<file path="src/design/fetch_pkg.sv">
// Widths, reset values, predictor sizing and the PC source select
// shared by every block of the instruction fetch stage
// Modules use these through scoped names only
`default_nettype none

package fetch_pkg;

  ////////////////////////////////
  // Datapath widths
  ////////////////////////////////
  localparam int ADDR_W = 16;                 // Word addressed instruction space
  localparam int INST_W = 16;
  localparam int PRED_W = 2;                  // 2-bit saturating counter

  typedef logic [ADDR_W-1:0] addr_t;          // Instruction address
  typedef logic [INST_W-1:0] inst_t;          // Instruction word, zero is a NOP
  typedef logic [PRED_W-1:0] pred_t;          // Counter value and decode prediction

  localparam addr_t RESET_PC = '0;            // First fetch after reset

  ////////////////////////////////
  // Predictor table geometry
  ////////////////////////////////
  localparam int BTB_INDEX_BITS = 4;                      // 16 entries
  localparam int BTB_TAG_BITS   = ADDR_W - BTB_INDEX_BITS;
  localparam int BTB_ENTRIES    = 1 << BTB_INDEX_BITS;

  typedef logic [BTB_INDEX_BITS-1:0] btb_index_t;         // Low address bits
  typedef logic [BTB_TAG_BITS-1:0]   btb_tag_t;           // High address bits

  // Counter encodings, upper bit set means taken
  localparam pred_t PRED_STRONG_NT = 2'd0;
  localparam pred_t PRED_WEAK_NT   = 2'd1;
  localparam pred_t PRED_STRONG_T  = 2'd3;
  localparam pred_t PRED_INIT      = PRED_WEAK_NT;        // Fresh entry starts weakly not taken

  ////////////////////////////////
  // Next PC source
  ////////////////////////////////
  typedef enum logic [1:0] {
    PC_REDIRECT,   // Execute stage correction
    PC_HOLD,       // Hazard stall
    PC_PREDICT,    // Predicted taken branch target
    PC_SEQ         // Fall through
  } pc_sel_t;

endpackage

`default_nettype wire

</file>
<file path="src/design/if_id_bus.sv">
// Fetch side signals feeding the IF/ID register
// PC unit and predictor each drive their own fields, the register reads all
`timescale 1ns/1ps
`default_nettype none

interface if_id_bus;

  fetch_pkg::addr_t pc_curr;            // PC of the word being fetched
  fetch_pkg::addr_t pc_next;            // Fall through PC
  fetch_pkg::inst_t inst;               // Word from instruction memory
  fetch_pkg::pred_t prediction;         // Counter on a hit, zero on a miss
  fetch_pkg::addr_t predicted_target;   // BTB target on a hit, zero on a miss

  // PC register side
  modport pc_src (
    output pc_curr,
    output pc_next,
    input  predicted_target             // Loaded on a predicted taken branch
  );

  // Predictor side, looks up at the current PC
  modport pred_src (
    output prediction,
    output predicted_target,
    input  pc_curr
  );

  // Pipeline register side
  modport sink (
    input pc_curr,
    input pc_next,
    input inst,
    input prediction,
    input predicted_target
  );

endinterface

`default_nettype wire

</file>
<file path="src/design/branch_predictor.sv">
// Combined 2-bit counter predictor and branch target buffer
// Direct mapped, indexed by the low PC bits and tagged with the rest
// Looked up at the current fetch PC, written by branch resolutions from execute
`timescale 1ns/1ps
`default_nettype none

module branch_predictor (
  input  logic             clk,
  input  logic             rst,
  input  logic             resolve_valid,   // One cycle pulse per resolved branch
  input  fetch_pkg::addr_t resolve_pc,
  input  logic             resolve_taken,
  input  fetch_pkg::addr_t resolve_target,
  if_id_bus.pred_src       bus,             // Reads pc_curr, drives prediction fields
  output logic             predict_taken
);

  //////////////////////////////
  // Table storage
  //////////////////////////////
  logic                 valid_q  [fetch_pkg::BTB_ENTRIES];
  fetch_pkg::pred_t     cnt_q    [fetch_pkg::BTB_ENTRIES];
  fetch_pkg::btb_tag_t  tag_q    [fetch_pkg::BTB_ENTRIES];   // Payload, no reset
  fetch_pkg::addr_t     target_q [fetch_pkg::BTB_ENTRIES];   // Payload, no reset

  // Saturating counter steps
  function automatic fetch_pkg::pred_t cnt_up(input fetch_pkg::pred_t c);
    return (c == fetch_pkg::PRED_STRONG_T) ? c : c + fetch_pkg::pred_t'(1);
  endfunction

  function automatic fetch_pkg::pred_t cnt_down(input fetch_pkg::pred_t c);
    return (c == fetch_pkg::PRED_STRONG_NT) ? c : c - fetch_pkg::pred_t'(1);
  endfunction

  //////////////////////////////
  // Lookup at fetch PC
  //////////////////////////////
  fetch_pkg::btb_index_t lk_idx;
  fetch_pkg::btb_tag_t   lk_tag;
  logic                  lk_hit;

  assign lk_idx = bus.pc_curr[fetch_pkg::BTB_INDEX_BITS-1:0];
  assign lk_tag = bus.pc_curr[fetch_pkg::ADDR_W-1:fetch_pkg::BTB_INDEX_BITS];
  assign lk_hit = valid_q[lk_idx] && (tag_q[lk_idx] == lk_tag);

  // Miss reads as strongly not taken with no target
  assign bus.prediction       = lk_hit ? cnt_q[lk_idx]    : fetch_pkg::pred_t'(0);
  assign bus.predicted_target = lk_hit ? target_q[lk_idx] : fetch_pkg::addr_t'(0);
  assign predict_taken        = lk_hit & cnt_q[lk_idx][fetch_pkg::PRED_W-1];

  //////////////////////////////
  // Update from execute
  //////////////////////////////
  fetch_pkg::btb_index_t up_idx;
  fetch_pkg::btb_tag_t   up_tag;
  logic                  up_hit;
  fetch_pkg::pred_t      up_base;   // Counter before the taken step

  assign up_idx  = resolve_pc[fetch_pkg::BTB_INDEX_BITS-1:0];
  assign up_tag  = resolve_pc[fetch_pkg::ADDR_W-1:fetch_pkg::BTB_INDEX_BITS];
  assign up_hit  = valid_q[up_idx] && (tag_q[up_idx] == up_tag);
  assign up_base = up_hit ? cnt_q[up_idx] : fetch_pkg::PRED_INIT;   // Replaced entry restarts

  // Valid bits and counters
  always_ff @(posedge clk) begin
    if (rst) begin
      for (int i = 0; i < fetch_pkg::BTB_ENTRIES; i++) begin
        valid_q[i] <= 1'b0;
        cnt_q[i]   <= fetch_pkg::PRED_INIT;
      end
    end else if (resolve_valid) begin
      if (resolve_taken) begin
        valid_q[up_idx] <= 1'b1;               // Allocate or refresh
        cnt_q[up_idx]   <= cnt_up(up_base);
      end else if (up_hit) begin
        cnt_q[up_idx]   <= cnt_down(cnt_q[up_idx]);
      end
      // Not taken miss leaves the table alone
    end
  end

  // Tags and targets, written on taken only
  always_ff @(posedge clk) begin
    if (resolve_valid && resolve_taken) begin
      tag_q[up_idx]    <= up_tag;
      target_q[up_idx] <= resolve_target;
    end
  end

endmodule

`default_nettype wire

</file>
<file path="src/design/fetch_control.sv">
// Fetch stage steering
// Folds the hazard stall, the execute redirect and the prediction into
// the next PC source and the IF/ID stall and flush levels
`timescale 1ns/1ps
`default_nettype none

module fetch_control (
  input  logic               stall_req,      // Level from the hazard unit
  input  logic               redirect,       // One cycle pulse from execute
  input  logic               predict_taken,  // Hit with counter upper bit set
  output fetch_pkg::pc_sel_t pc_sel,
  output logic               if_id_stall,
  output logic               if_id_flush
);

  //////////////////////////////
  // Next PC priority
  //////////////////////////////
  always_comb begin
    if (redirect) begin
      pc_sel = fetch_pkg::PC_REDIRECT;   // Mispredict wins over everything
    end else if (stall_req) begin
      pc_sel = fetch_pkg::PC_HOLD;       // Keep refetching the same word
    end else if (predict_taken) begin
      pc_sel = fetch_pkg::PC_PREDICT;
    end else begin
      pc_sel = fetch_pkg::PC_SEQ;
    end
  end

  //////////////////////////////
  // IF/ID register control
  //////////////////////////////

  // A redirect overrides the stall so the PC fields follow the new path
  assign if_id_stall = stall_req & ~redirect;

  // Wrong path word in the fetch slot is turned into a bubble
  assign if_id_flush = redirect;

endmodule

`default_nettype wire

</file>
<file path="src/design/fetch_top.sv">
// Instruction fetch stage top level
// Drives the instruction memory address, takes the word back in the same
// cycle and hands PC, instruction and prediction to decode through IF/ID
`timescale 1ns/1ps
`default_nettype none

module fetch_top (
  input  logic             clk,
  input  logic             rst,
  // Hazard unit
  input  logic             stall_req,
  // Execute stage correction
  input  logic             redirect,
  input  fetch_pkg::addr_t redirect_pc,
  // Branch resolution, trains the predictor
  input  logic             resolve_valid,
  input  fetch_pkg::addr_t resolve_pc,
  input  logic             resolve_taken,
  input  fetch_pkg::addr_t resolve_target,
  // Instruction memory, combinational read
  output fetch_pkg::addr_t imem_addr,
  input  fetch_pkg::inst_t imem_data,
  // To decode
  output fetch_pkg::addr_t if_id_pc_curr,
  output fetch_pkg::addr_t if_id_pc_next,
  output fetch_pkg::inst_t if_id_inst,
  output fetch_pkg::pred_t if_id_prediction,
  output fetch_pkg::addr_t if_id_predicted_target
);

  //////////////////////////////
  // Internal wiring
  //////////////////////////////
  if_id_bus fetch_bus ();

  logic               predict_taken;   // Predictor to control
  fetch_pkg::pc_sel_t pc_sel;          // Control to PC
  logic               if_id_stall;
  logic               if_id_flush;

  assign fetch_bus.inst = imem_data;   // Memory word goes straight into the bundle

  //////////////////////////////
  // Instances
  //////////////////////////////
  fetch_control i_fetch_control (
    .stall_req     (stall_req),
    .redirect      (redirect),
    .predict_taken (predict_taken),
    .pc_sel        (pc_sel),
    .if_id_stall   (if_id_stall),
    .if_id_flush   (if_id_flush)
  );

  pc_unit i_pc_unit (
    .clk         (clk),
    .rst         (rst),
    .pc_sel      (pc_sel),
    .redirect_pc (redirect_pc),
    .bus         (fetch_bus.pc_src),
    .imem_addr   (imem_addr)
  );

  branch_predictor i_branch_predictor (
    .clk            (clk),
    .rst            (rst),
    .resolve_valid  (resolve_valid),
    .resolve_pc     (resolve_pc),
    .resolve_taken  (resolve_taken),
    .resolve_target (resolve_target),
    .bus            (fetch_bus.pred_src),
    .predict_taken  (predict_taken)
  );

  if_id_pipe_reg i_if_id_pipe_reg (
    .clk                    (clk),
    .rst                    (rst),
    .stall                  (if_id_stall),
    .flush                  (if_id_flush),
    .bus                    (fetch_bus.sink),
    .if_id_pc_curr          (if_id_pc_curr),
    .if_id_pc_next          (if_id_pc_next),
    .if_id_inst             (if_id_inst),
    .if_id_prediction       (if_id_prediction),
    .if_id_predicted_target (if_id_predicted_target)
  );

endmodule

`default_nettype wire

</file>
<file path="src/design/if_id_pipe_reg.sv">
// IF/ID pipeline register
// Stall holds every field, flush turns the fetched word into a bubble
// by clearing instruction, prediction and target, PC fields keep loading
`timescale 1ns/1ps
`default_nettype none

module if_id_pipe_reg (
  input  logic             clk,
  input  logic             rst,
  input  logic             stall,    // Hold all fields
  input  logic             flush,    // Clear instruction and prediction fields
  if_id_bus.sink           bus,
  output fetch_pkg::addr_t if_id_pc_curr,
  output fetch_pkg::addr_t if_id_pc_next,
  output fetch_pkg::inst_t if_id_inst,
  output fetch_pkg::pred_t if_id_prediction,
  output fetch_pkg::addr_t if_id_predicted_target
);

  logic load;    // Capture new fetch
  logic clear;   // Bubble insert, also covers reset

  assign load  = ~stall;
  assign clear = flush | rst;   // Flush beats stall for the cleared fields

  //////////////////////////////
  // PC fields
  //////////////////////////////
  always_ff @(posedge clk) begin
    if (rst) begin
      if_id_pc_curr <= '0;
      if_id_pc_next <= '0;
    end else if (load) begin
      if_id_pc_curr <= bus.pc_curr;
      if_id_pc_next <= bus.pc_next;
    end
  end

  //////////////////////////////
  // Instruction and prediction
  //////////////////////////////
  always_ff @(posedge clk) begin
    if (clear) begin
      if_id_inst             <= '0;   // NOP
      if_id_prediction       <= '0;
      if_id_predicted_target <= '0;
    end else if (load) begin
      if_id_inst             <= bus.inst;
      if_id_prediction       <= bus.prediction;
      if_id_predicted_target <= bus.predicted_target;
    end
  end

endmodule

`default_nettype wire

</file>
<file path="src/design/pc_unit.sv">
// Program counter for the fetch stage
// Picks the next fetch address from pc_sel and drives the instruction
// memory address, which is the PC register itself
`timescale 1ns/1ps
`default_nettype none

module pc_unit (
  input  logic               clk,
  input  logic               rst,
  input  fetch_pkg::pc_sel_t pc_sel,       // From fetch_control
  input  fetch_pkg::addr_t   redirect_pc,  // Corrected PC from execute
  if_id_bus.pc_src           bus,          // Publishes PC, reads predicted target
  output fetch_pkg::addr_t   imem_addr
);

  fetch_pkg::addr_t pc_q;       // Current fetch address
  fetch_pkg::addr_t pc_plus1;   // Fall through address
  fetch_pkg::addr_t pc_d;

  assign pc_plus1 = pc_q + fetch_pkg::addr_t'(1);   // Word addressed, so step of one

  //////////////////////////////
  // Next PC mux
  //////////////////////////////
  always_comb begin
    case (pc_sel)
      fetch_pkg::PC_REDIRECT: pc_d = redirect_pc;
      fetch_pkg::PC_HOLD:     pc_d = pc_q;
      fetch_pkg::PC_PREDICT:  pc_d = bus.predicted_target;  // BTB hit, counter says taken
      default:                pc_d = pc_plus1;
    endcase
  end

  //////////////////////////////
  // PC register
  //////////////////////////////
  always_ff @(posedge clk) begin
    if (rst) begin
      pc_q <= fetch_pkg::RESET_PC;
    end else begin
      pc_q <= pc_d;
    end
  end

  // Outputs
  assign imem_addr   = pc_q;       // Memory answers in the same cycle
  assign bus.pc_curr = pc_q;
  assign bus.pc_next = pc_plus1;

endmodule

`default_nettype wire

</file>
<file path="config.mk">
export PLATFORM = sky130hd
export DESIGN_NAME = fetch_top
export DESIGN_NICKNAME = d
export VERILOG_FILES = /design/src/design/fetch_pkg.sv /design/src/design/if_id_bus.sv /design/src/design/branch_predictor.sv /design/src/design/fetch_control.sv /design/src/design/fetch_top.sv /design/src/design/if_id_pipe_reg.sv /design/src/design/pc_unit.sv
export SDC_FILE = /design/constraint.sdc
export NUM_CORES = 1
export LEC_CHECK = 0
export ABC_AREA = 1
export CAP_MARGIN = 20
export CORE_MARGIN = 1
export CORE_UTILIZATION = 50
export DETAILED_ROUTE_END_ITERATION = 7
export DONT_BUFFER_PORTS = 1
export GPL_TIMING_DRIVEN = 0
export PLACE_DENSITY = 0.76
export SLEW_MARGIN = 20
export SYNTH_ARGS = -nofsm -noshare
export SYNTH_HDL_FRONTEND = slang
export SYNTH_SLANG_ARGS = --single-unit
</file>
<file path="constraint.sdc">
create_clock -name clk -period 4.93 [get_ports clk]
set_input_delay 0.7395 -clock clk [delete_from_list [all_inputs] [get_ports clk]]
set_output_delay 0.7395 -clock clk [all_outputs]
set_load 0.01 [all_outputs]
</file>
==> results.txt, run 1 <==
Setup violations, final: 0
maximum clock path buffer count: 3
Final Hold Viols: 0
maximum capacitance violations: 0
dpl cell area: 27,800 um^2
slew of the pin with the lowest slew margin: 1210 ps
Die Y: 232 um
Starting Density: 51.0%
CTS tree: built
Total Routing Usage GR: 34.6%
vias: 22.2k
mapped cell area: 26,400 um^2
Area Growth Syn to Fin: 12.6%
Crit path arrival time: 4790 ps
status: complete, no violations
worst path cell trace: buf_2 > clkinv_1 > clkbuf_1 > nand3_1 > nand2_1 > nand2_1 > nand2_1 > nand3_1 > nor2_4 > nand3_1 > inv_1 > nand3_1 > nor2_1 > nor2_1 > nor2_1
M1 WL: 33.3 mm
top sig layer: met5
CTS clk-pin slew, worst paths: 70 ps
Async SR Flop Fraction: 0%
period utilization: 85.6%
WS Path Type: reg -> reg
Via density: 6.50
Lkg Pwr: 11.1 nW
clock sink count: 582
Slew Limit Fails: 0
CTS buffer count: 56
Netlist cell types: 56
PD cells: 373 nW/um^2
Critical Path RT: 5490 ps
worst reg2reg setup slack: 710 ps
Final Instance Area: 29,700 um^2
gate count after technology mapping: 2,609
Root Buffer: clkbuf_16
first-pass GRT wire length: 135 mm
sequential area share after synthesis: 62.3%
Mapped Nets: 2,680
Die Wd: 232 um
Post-CTS Setup Bufs: 0
core box area: 51,700 um^2
Main synth FF type: edfxtp_1
largest net degree at the start of global routing: 20
routed wl met3: 15.3 mm
slew margin rel.: 18.8%
I/O Buffers: 0
DRT Pass-1 Iters: 8
Fmax: 237 MHz
DRC Markers: 0
DRT Wirelength: 94.7 mm
nature of the critical path startpoint: flop
CTS H-tree lvls: 2
Clock Latency Late Sink: 660 ps
DP HPWL: 63.8 mm
worst vdd ir: 0.305 mV
Seq cells post-synth: 582
global route total overflow: 0
kind of cell adding the most delay to the critical path: simple AND/OR/NAND/NOR gates
hold_buf cts: 0
Routed Antenna Nets: 0
Critical Path Sink Type: flop
layout cell share with drive strength beyond 1: 9.58%
Worst Hold Class: in -> reg
CTS resizes: 0
vias in the first global route: 20.9k
worst-path maximum fanout: 10
cell mode on critical path: nand3_1
routed wire length per instance: 27.7 um
nets: 2,759
post-layout util: 57.5%
CP peak stage delay: 810 ps
num rows: 83
yosys warns: 0
initial antenna violation count: 1
Max Clock Skew: 43.0 ps
Tot Pwr: 11.1 mW
WL met2: 40.4 mm
syn_area_per_cell: 10.1 um^2
initial DRC count: 3,692
slowest CP cell: clkbuf_1
CP Buf/Inv Count: 4
RSZ-0062 raised after global routing: false
number of synthesized flops with an enable pin: 480
GP Congestion: 0.984
IO Pins: 152
die area: 53,700 um^2
minimum clock period: 4220 ps
cell type report:
cell class,instances,area [um^2]
inverters,270,1020
well taps,680,851
repair buffers,21,445
clock inverters,29,350
multi-input cells,1593,8210
clock buffers,77,1550
diodes,1,2.50
plain buffers,164,830
flip-flops and latches,582,16500
fillers,4192,22000
placed cells by master (no fill, tap or decap), types with 33 or more instances in the layout:
cell	instances
nand3_1	217
clkbuf_1	79
nand2_1	513
a221oi_1	40
nor2_1	163
dfxtp_1	102
edfxtp_1	480
o21ai_1	33
a21oi_1	167
o21ai_0	136
o211ai_1	41
inv_1	258
o22ai_1	90
buf_2	59
clkbuf_16	57
synth_stat cells, types with 2 or more instances:
cell,n,area (um^2)
nand2_1,513,1930
edfxtp_1,480,14400
inv_1,258,968
nand3_1,217,1090
nor2_1,178,668
a21oi_1,167,836
o21ai_0,136,681
dfxtp_1,102,2040
o22ai_1,90,563
clkbuf_1,67,251
buf_2,59,295
o211ai_1,41,308
a221oi_1,40,350
o21ai_1,33,165
nand4_1,21,131
nand3_2,19,190
buf_1,18,67.6
a22oi_1,15,113
o21bai_1,14,105
buf_6,13,146
a32o_1,12,120
a221o_1,11,110
xor2_1,11,96.3
inv_2,8,30.0
nor3_1,7,35.0
o31ai_1,6,45.0
or3_1,6,37.5
a311o_1,5,50.1
buf_4,5,37.5
nor2_2,5,31.3
nor2_4,5,56.3
o22ai_2,5,62.6
o221ai_1,4,35.0
clkinv_1,3,11.3
nand2_2,3,18.8
nand2_4,3,33.8
o21ai_2,3,26.3
or2_2,3,18.8
and2_1,2,12.5
buf_8,2,30.0
maj3_1,2,20.0
nor4_1,2,12.5
or2_1,2,12.5
power by group:
part,internal (mW),switching [mW]
Combinational,0.307,0.817
Clock,2.53,1.92
Sequential,5.42,0.0862
Total,8.25,2.82
routing by layer:
metal  global-route usage [%]  vias to the layer above
li1                         -                     9324
met1                     45.0                    10500
met2                     51.4                     1965
met3                     11.9                      374
met4                     17.6                        4
met5                        0                        -
worst register-to-register path, delay by kind of cell, from the launching register on:
family / cells / cell delay (ps)
buffers and inverters: 4 / 1580
and+or+nand+nor: 11 / 2270
DFF: 1 / 290
kinds of logic after synthesis:
group / Yosys count / synth area share [%]
DFF: 582 / 62.3
and+or+nand+nor: 992 / 16.5
AOI/OAI and AO/OA: 586 / 13.7
adders and majority gates: 3 / 0.123
buffers and inverters: 434 / 6.99
xor gates and xnor gates: 12 / 0.398
state kept, by name, indices dropped and copies added, names as in the netlist, named ones only:
register and flops:
i_if_id_pipe_reg.if_id_pc_next 16, i_branch_predictor.cnt_q 32, i_if_id_pipe_reg.if_id_inst 16, i_if_id_pipe_reg.if_id_pc_curr 16, i_branch_predictor.target_q 256, i_pc_unit.bus.pc_curr 16
i_if_id_pipe_reg.if_id_predicted_target 16, i_branch_predictor.tag_q 192, i_branch_predictor.valid_q 16, i_if_id_pipe_reg.if_id_prediction 2
metrics by stage:
stage | cells | hold WS (ps) | setup TNS, ps | setup slack [ps]
after global placement | 3289 | 487 | -328260 | -1590
after CTS | 3416 | 161 | 0 | 1030
after detailed placement | 3310 | 495 | 0 | 970
after floorplan | 2609 | 464 | 0 | 1190
final | 3417 | 174 | 0 | 709
after global routing | 3416 | 160 | 0 | 611
final timing paths:
path                                                startpoint                                 end  depth (start not counted)
worst max-delay path                                      flop            i_pc_unit.bus.pc_curr[6]                         15
worst min-delay path                         resolve_target[2]  i_branch_predictor.target_q[14][2]                          0
worst max register to register                            flop            i_pc_unit.bus.pc_curr[6]                         15
worst min register to register  i_branch_predictor.valid_q[13]      i_branch_predictor.valid_q[13]                          2
Power figures use the tool's default switching activity.
==> inputs of run 2 (changes only) <==
--- a/config.mk
+++ b/config.mk
@@ -7,13 +7,15 @@
 export LEC_CHECK = 0
 export ABC_AREA = 1
 export CAP_MARGIN = 20
-export CORE_MARGIN = 1
+export CORE_MARGIN = 2
 export CORE_UTILIZATION = 50
 export DETAILED_ROUTE_END_ITERATION = 7
 export DONT_BUFFER_PORTS = 1
 export GPL_TIMING_DRIVEN = 0
+export MAX_ROUTING_LAYER = met4
 export PLACE_DENSITY = 0.76
 export SLEW_MARGIN = 20
 export SYNTH_ARGS = -nofsm -noshare
 export SYNTH_HDL_FRONTEND = slang
+export SYNTH_HIERARCHICAL = 1
 export SYNTH_SLANG_ARGS = --single-unit
==> run 2 against run 1 <==
Die area rose by 4.5%. Design area rose by 3.5%. Total power rose by 5.2%. Non-clock buffer count rose by 37. Fmax fell by 13%. Clock skew fell by 5.3 ps. Register-to-register slack got worse by 620 ps. Critical path depth rose by 7. Synthesized cell count rose by 12%. Area after synthesis rose by 2.7%. Highest routed layer is now met4.
==> results.txt, run 2 <==
status: complete, no violations (unchanged)
DRC Markers: 0 (unchanged)
CTS clk-pin slew, worst paths: 70 ps (about the same)
slew margin rel.: 18.6% (was 18.8%)
yosys warns: 6 (was 0)
GP Congestion: 0.973 (was 0.984)
Setup violations, final: 0 (unchanged)
maximum clock path buffer count: 3 (unchanged)
syn_area_per_cell: 9.30 um^2 (was 10.1 um^2)
worst vdd ir: 0.292 mV (was 0.305 mV)
DRT Pass-1 Iters: 6 (was 8)
Critical Path RT: 5470 ps (was 5490 ps)
simple-gate share of the synthesized area: 20.1% (was 16.5%)
Via density: 6.24 (was 6.50)
initial DRC count: 3,787 (was 3,692)
Main synth FF type: edfxtp_1 (unchanged)
Reg power frac: 47.1% (was 49.7%)
initial antenna violation count: 3 (was 1)
Largest register FFs: 256 (unchanged)
Final Hold Viols: 0 (unchanged)
Setup TNS: 0 ps (unchanged)
worst path cell trace: buf_2 > clkinv_1 > clkbuf_2 > nand3_1 > nand3_1 > nand2_1 > o21ai_0 > nand3b_1 > nor2_1 > nand2_2 > nor2_1 > inv_1 > nand2_1 > nand2_1 > buf_2 > inv_1 > nor2_1 > inv_1 > buf_2 > nand2_1 > a21oi_1 > a21oi_1 (was buf_2 > clkinv_1 > clkbuf_1 > nand3_1 > nand2_1 > nand2_1 > nand2_1 > nand3_1 > nor2_4 > nand3_1 > inv_1 > nand3_1 > nor2_1 > nor2_1 > nor2_1)
Top reg by flops: i_branch_predictor/target_q (was i_branch_predictor.target_q)
placed cells: 3,635 (was 3,310)
slew of the pin with the lowest slew margin: 1220 ps (was 1210 ps)
most common cell after layout, fill and taps aside: nand2_1 (unchanged)
fill cell count: 4,451 (was 4,192)
most common cell in the synthesized netlist: nand2_1 (unchanged)
RSZ-0062 raised after global routing: false (unchanged)
Worst Hold Class: in -> reg (unchanged)
vias in the first global route: 22.1k (was 20.9k)
CTS H-tree lvls: 2 (unchanged)
number of synthesized flops with an enable pin: 480 (unchanged)
IO Pins: 152 (unchanged)
Clock Power Share: 40.0% (was 40.2%)
main combinational cell family by area after synthesis: simple AND/OR/NAND/NOR gates (unchanged)
cell mode on critical path: nand2_1 (was nand3_1)
core box area: 53,700 um^2 (was 51,700 um^2)
largest net degree at the start of global routing: 20 (unchanged)
commonest non-fill, non-tap cells in the layout: nand2_1 (873), edfxtp_1 (480), nor2_1 (318), inv_1 (195), a21oi_1 (188) (was nand2_1 (513), edfxtp_1 (480), inv_1 (258), nand3_1 (217), a21oi_1 (167))
Post-CTS Setup Bufs: 0 (unchanged)
Synth Area in Compound Gates: 12.4% (was 13.7%)
worst-path maximum fanout: 10 (unchanged)
WS Path Type: reg -> reg (unchanged)
Cell Count, Final, Fillers Out: 3,751 (was 3,417)
period utilization: 98.2% (was 85.6%)
Total Routing Usage GR: 35.2% (was 34.6%)
Net Switching: 3.21 mW (was 2.82 mW)
share of the synthesized area in the top cell type: 53.1% (was 54.6%)
nature of the critical path startpoint: flop (unchanged)
Die Wd: 237 um (was 232 um)
clock sink count: 578 (was 582)
routed wire length per instance: 26.0 um (was 27.7 um)
Async SR Flop Fraction: 0% (unchanged)
Fmax: 207 MHz (was 237 MHz)
Starting Density: 50.5% (was 51.0%)
layout cell share with drive strength beyond 1: 10.3% (was 9.58%)
num rows: 85 (was 83)
hold_buf cts: 0 (unchanged)
Slew Limit Fails: 0 (unchanged)
PD cells: 379 nW/um^2 (was 373 nW/um^2)
CTS resizes: 0 (unchanged)
cell taking the most area after synthesis: edfxtp_1 (unchanged)
maximum capacitance violations: 0 (unchanged)
Pint: 8.44 mW (was 8.25 mW)
mapped cell area: 27,100 um^2 (was 26,400 um^2)
die area: 56,100 um^2 (was 53,700 um^2)
Mapped Nets: 2,986 (was 2,680)
Root Buffer: clkbuf_16 (unchanged)
multiplexer share of the synthesized area: 0% (unchanged)
Sw Share: 27.6% (was 25.5%)
sequential area share after synthesis: 60.4% (was 62.3%)
global route total overflow: 0 (unchanged)
Max Clock Skew: 37.7 ps (was 43.0 ps)
nets: 3,072 (was 2,759)
ranking of synthesized cells by area: edfxtp_1 (53%), nand2_1 (12%), dfxtp_1 (7.2%) (was edfxtp_1 (55%), dfxtp_1 (7.7%), nand2_1 (7.3%))
vias: 23.4k (was 22.2k)
slowest CP cell: dfxtp_1 (was clkbuf_1)
post-layout util: 57.3% (was 57.5%)
CTS tree: built (unchanged)
Area Growth Syn to Fin: 13.4% (was 12.6%)
Critical Path Sink Type: flop (unchanged)
Seq cells post-synth: 578 (was 582)
gate count after technology mapping: 2,915 (was 2,609)
first-pass GRT wire length: 141 mm (was 135 mm)
CTS buffer count: 60 (was 56)
Lkg Pwr: 11.7 nW (was 11.1 nW)
Post-Synth Adder-Cell Area: 0.0461% (was 0.123%)
Post-synth top cells: nand2_1 (873), edfxtp_1 (480), nor2_1 (334), inv_1 (195), a21oi_1 (188) (was nand2_1 (513), edfxtp_1 (480), inv_1 (258), nand3_1 (217), nor2_1 (178))
kind of cell adding the most delay to the critical path: buffers and inverters (was simple AND/OR/NAND/NOR gates)
Die Y: 237 um (was 232 um)
Crit path arrival time: 5380 ps (was 4790 ps)
I/O Buffers: 0 (unchanged)
Clock Latency Late Sink: 660 ps (about the same)
CP peak stage delay: 650 ps (was 810 ps)
CP Buf/Inv Count: 8 (was 4)
Routed Antenna Nets: 0 (unchanged)
biggest registers after layout: i_branch_predictor/target_q: 256 flops, i_branch_predictor/tag_q: 192 flops, i_branch_predictor/cnt_q: 32 flops (was i_branch_predictor.target_q: 256 flops, i_branch_predictor.tag_q: 192 flops, i_branch_predictor.cnt_q: 32 flops)
DRT Wirelength: 97.7 mm (was 94.7 mm)
post-synthesis xor/xnor area fraction: 0.286% (was 0.398%)
DP HPWL: 65.6 mm (was 63.8 mm)
minimum clock period: 4840 ps (was 4220 ps)
Netlist cell types: 44 (was 56)
logic gate share of total power: 12.9% (was 10.1%)
run 2: cell types whose count changed after synthesis, sizes merged, moves of 12 or more:
cell	before	now
a32o	12	0
nor2	189	347
o211ai	41	53
a21oi	168	190
o22ai	95	20
nand2	519	885
nand4	21	6
buf	97	138
o21ai	172	195
inv	267	200
nand3	237	116
run 2: logic make-up (layout without fill, tap and decap cells):
logic type	Yosys count	count (layout)
and+or+nand+nor	1364	1364
AOI/OAI and AO/OA	564	564
other	0	3
xor gates and xnor gates	8	8
buffers and inverters	400	537
adders and majority gates	1	1
DFF	578	578
run 2: final timing paths:
path	endpoint	startpoint	slack (ps)	depth (start not counted)
worst min register to register	i_branch_predictor/valid_q[8]	i_branch_predictor/valid_q[8]	510	2
worst max register to register	i_pc_unit/bus.pc_curr[8]	i_pc_unit/bus.pc_curr[2]	90	22
worst max-delay path	i_pc_unit/bus.pc_curr[8]	i_pc_unit/bus.pc_curr[2]	90	22
worst min-delay path	i_branch_predictor/tag_q[9][2]	resolve_pc[6]	160	0
run 2: per-layer routing:
metal,up-vias,global-route usage (%),wire (um),share of wire (%)
met5,-,-,0,0
met4,0,16.8,5090,5.2
met3,369,10.4,15400,16
met2,1999,51.7,42000,43
met1,11000,44.9,35200,36
li1,10100,-,-,-
run 2: power groups by stage:
stage	combinational (mW)	clock, mW	sequential, mW
final	1.50	4.66	5.49
after global routing	1.56	4.87	5.50
after CTS	1.41	4.68	5.49
after detailed placement	1.40	0	5.59
after global placement	1.36	0	5.59
after floorplan	0.869	0	5.56
run 2: per-stage QoR:
step | setup WS [ps] | hold slack (ps) | power [mW] | area, um^2
after floorplan | 1730 | 457 | 6.43 | 27100
after global placement | -925 | 476 | 6.95 | 28000
after detailed placement | 212 | 476 | 6.99 | 28700
after CTS | 162 | 141 | 11.6 | 30800
after global routing | 11.2 | 142 | 11.9 | 30800
final | 87.9 | 158 | 11.7 | 30800
run 2: layout make-up:
class / count / area [um^2] / area share, %
clock inverter: 38 / 388 / 1.26
antenna: 3 / 7.51 / 0.0244
multi-input combinational: 1937 / 9020 / 29.3
buffer: 198 / 1090 / 3.55
tap: 696 / 871 / 2.83
inverter: 202 / 758 / 2.46
sequential: 578 / 16400 / 53.2
clock buffer: 75 / 1640 / 5.34
timing repair buffer: 24 / 606 / 1.97
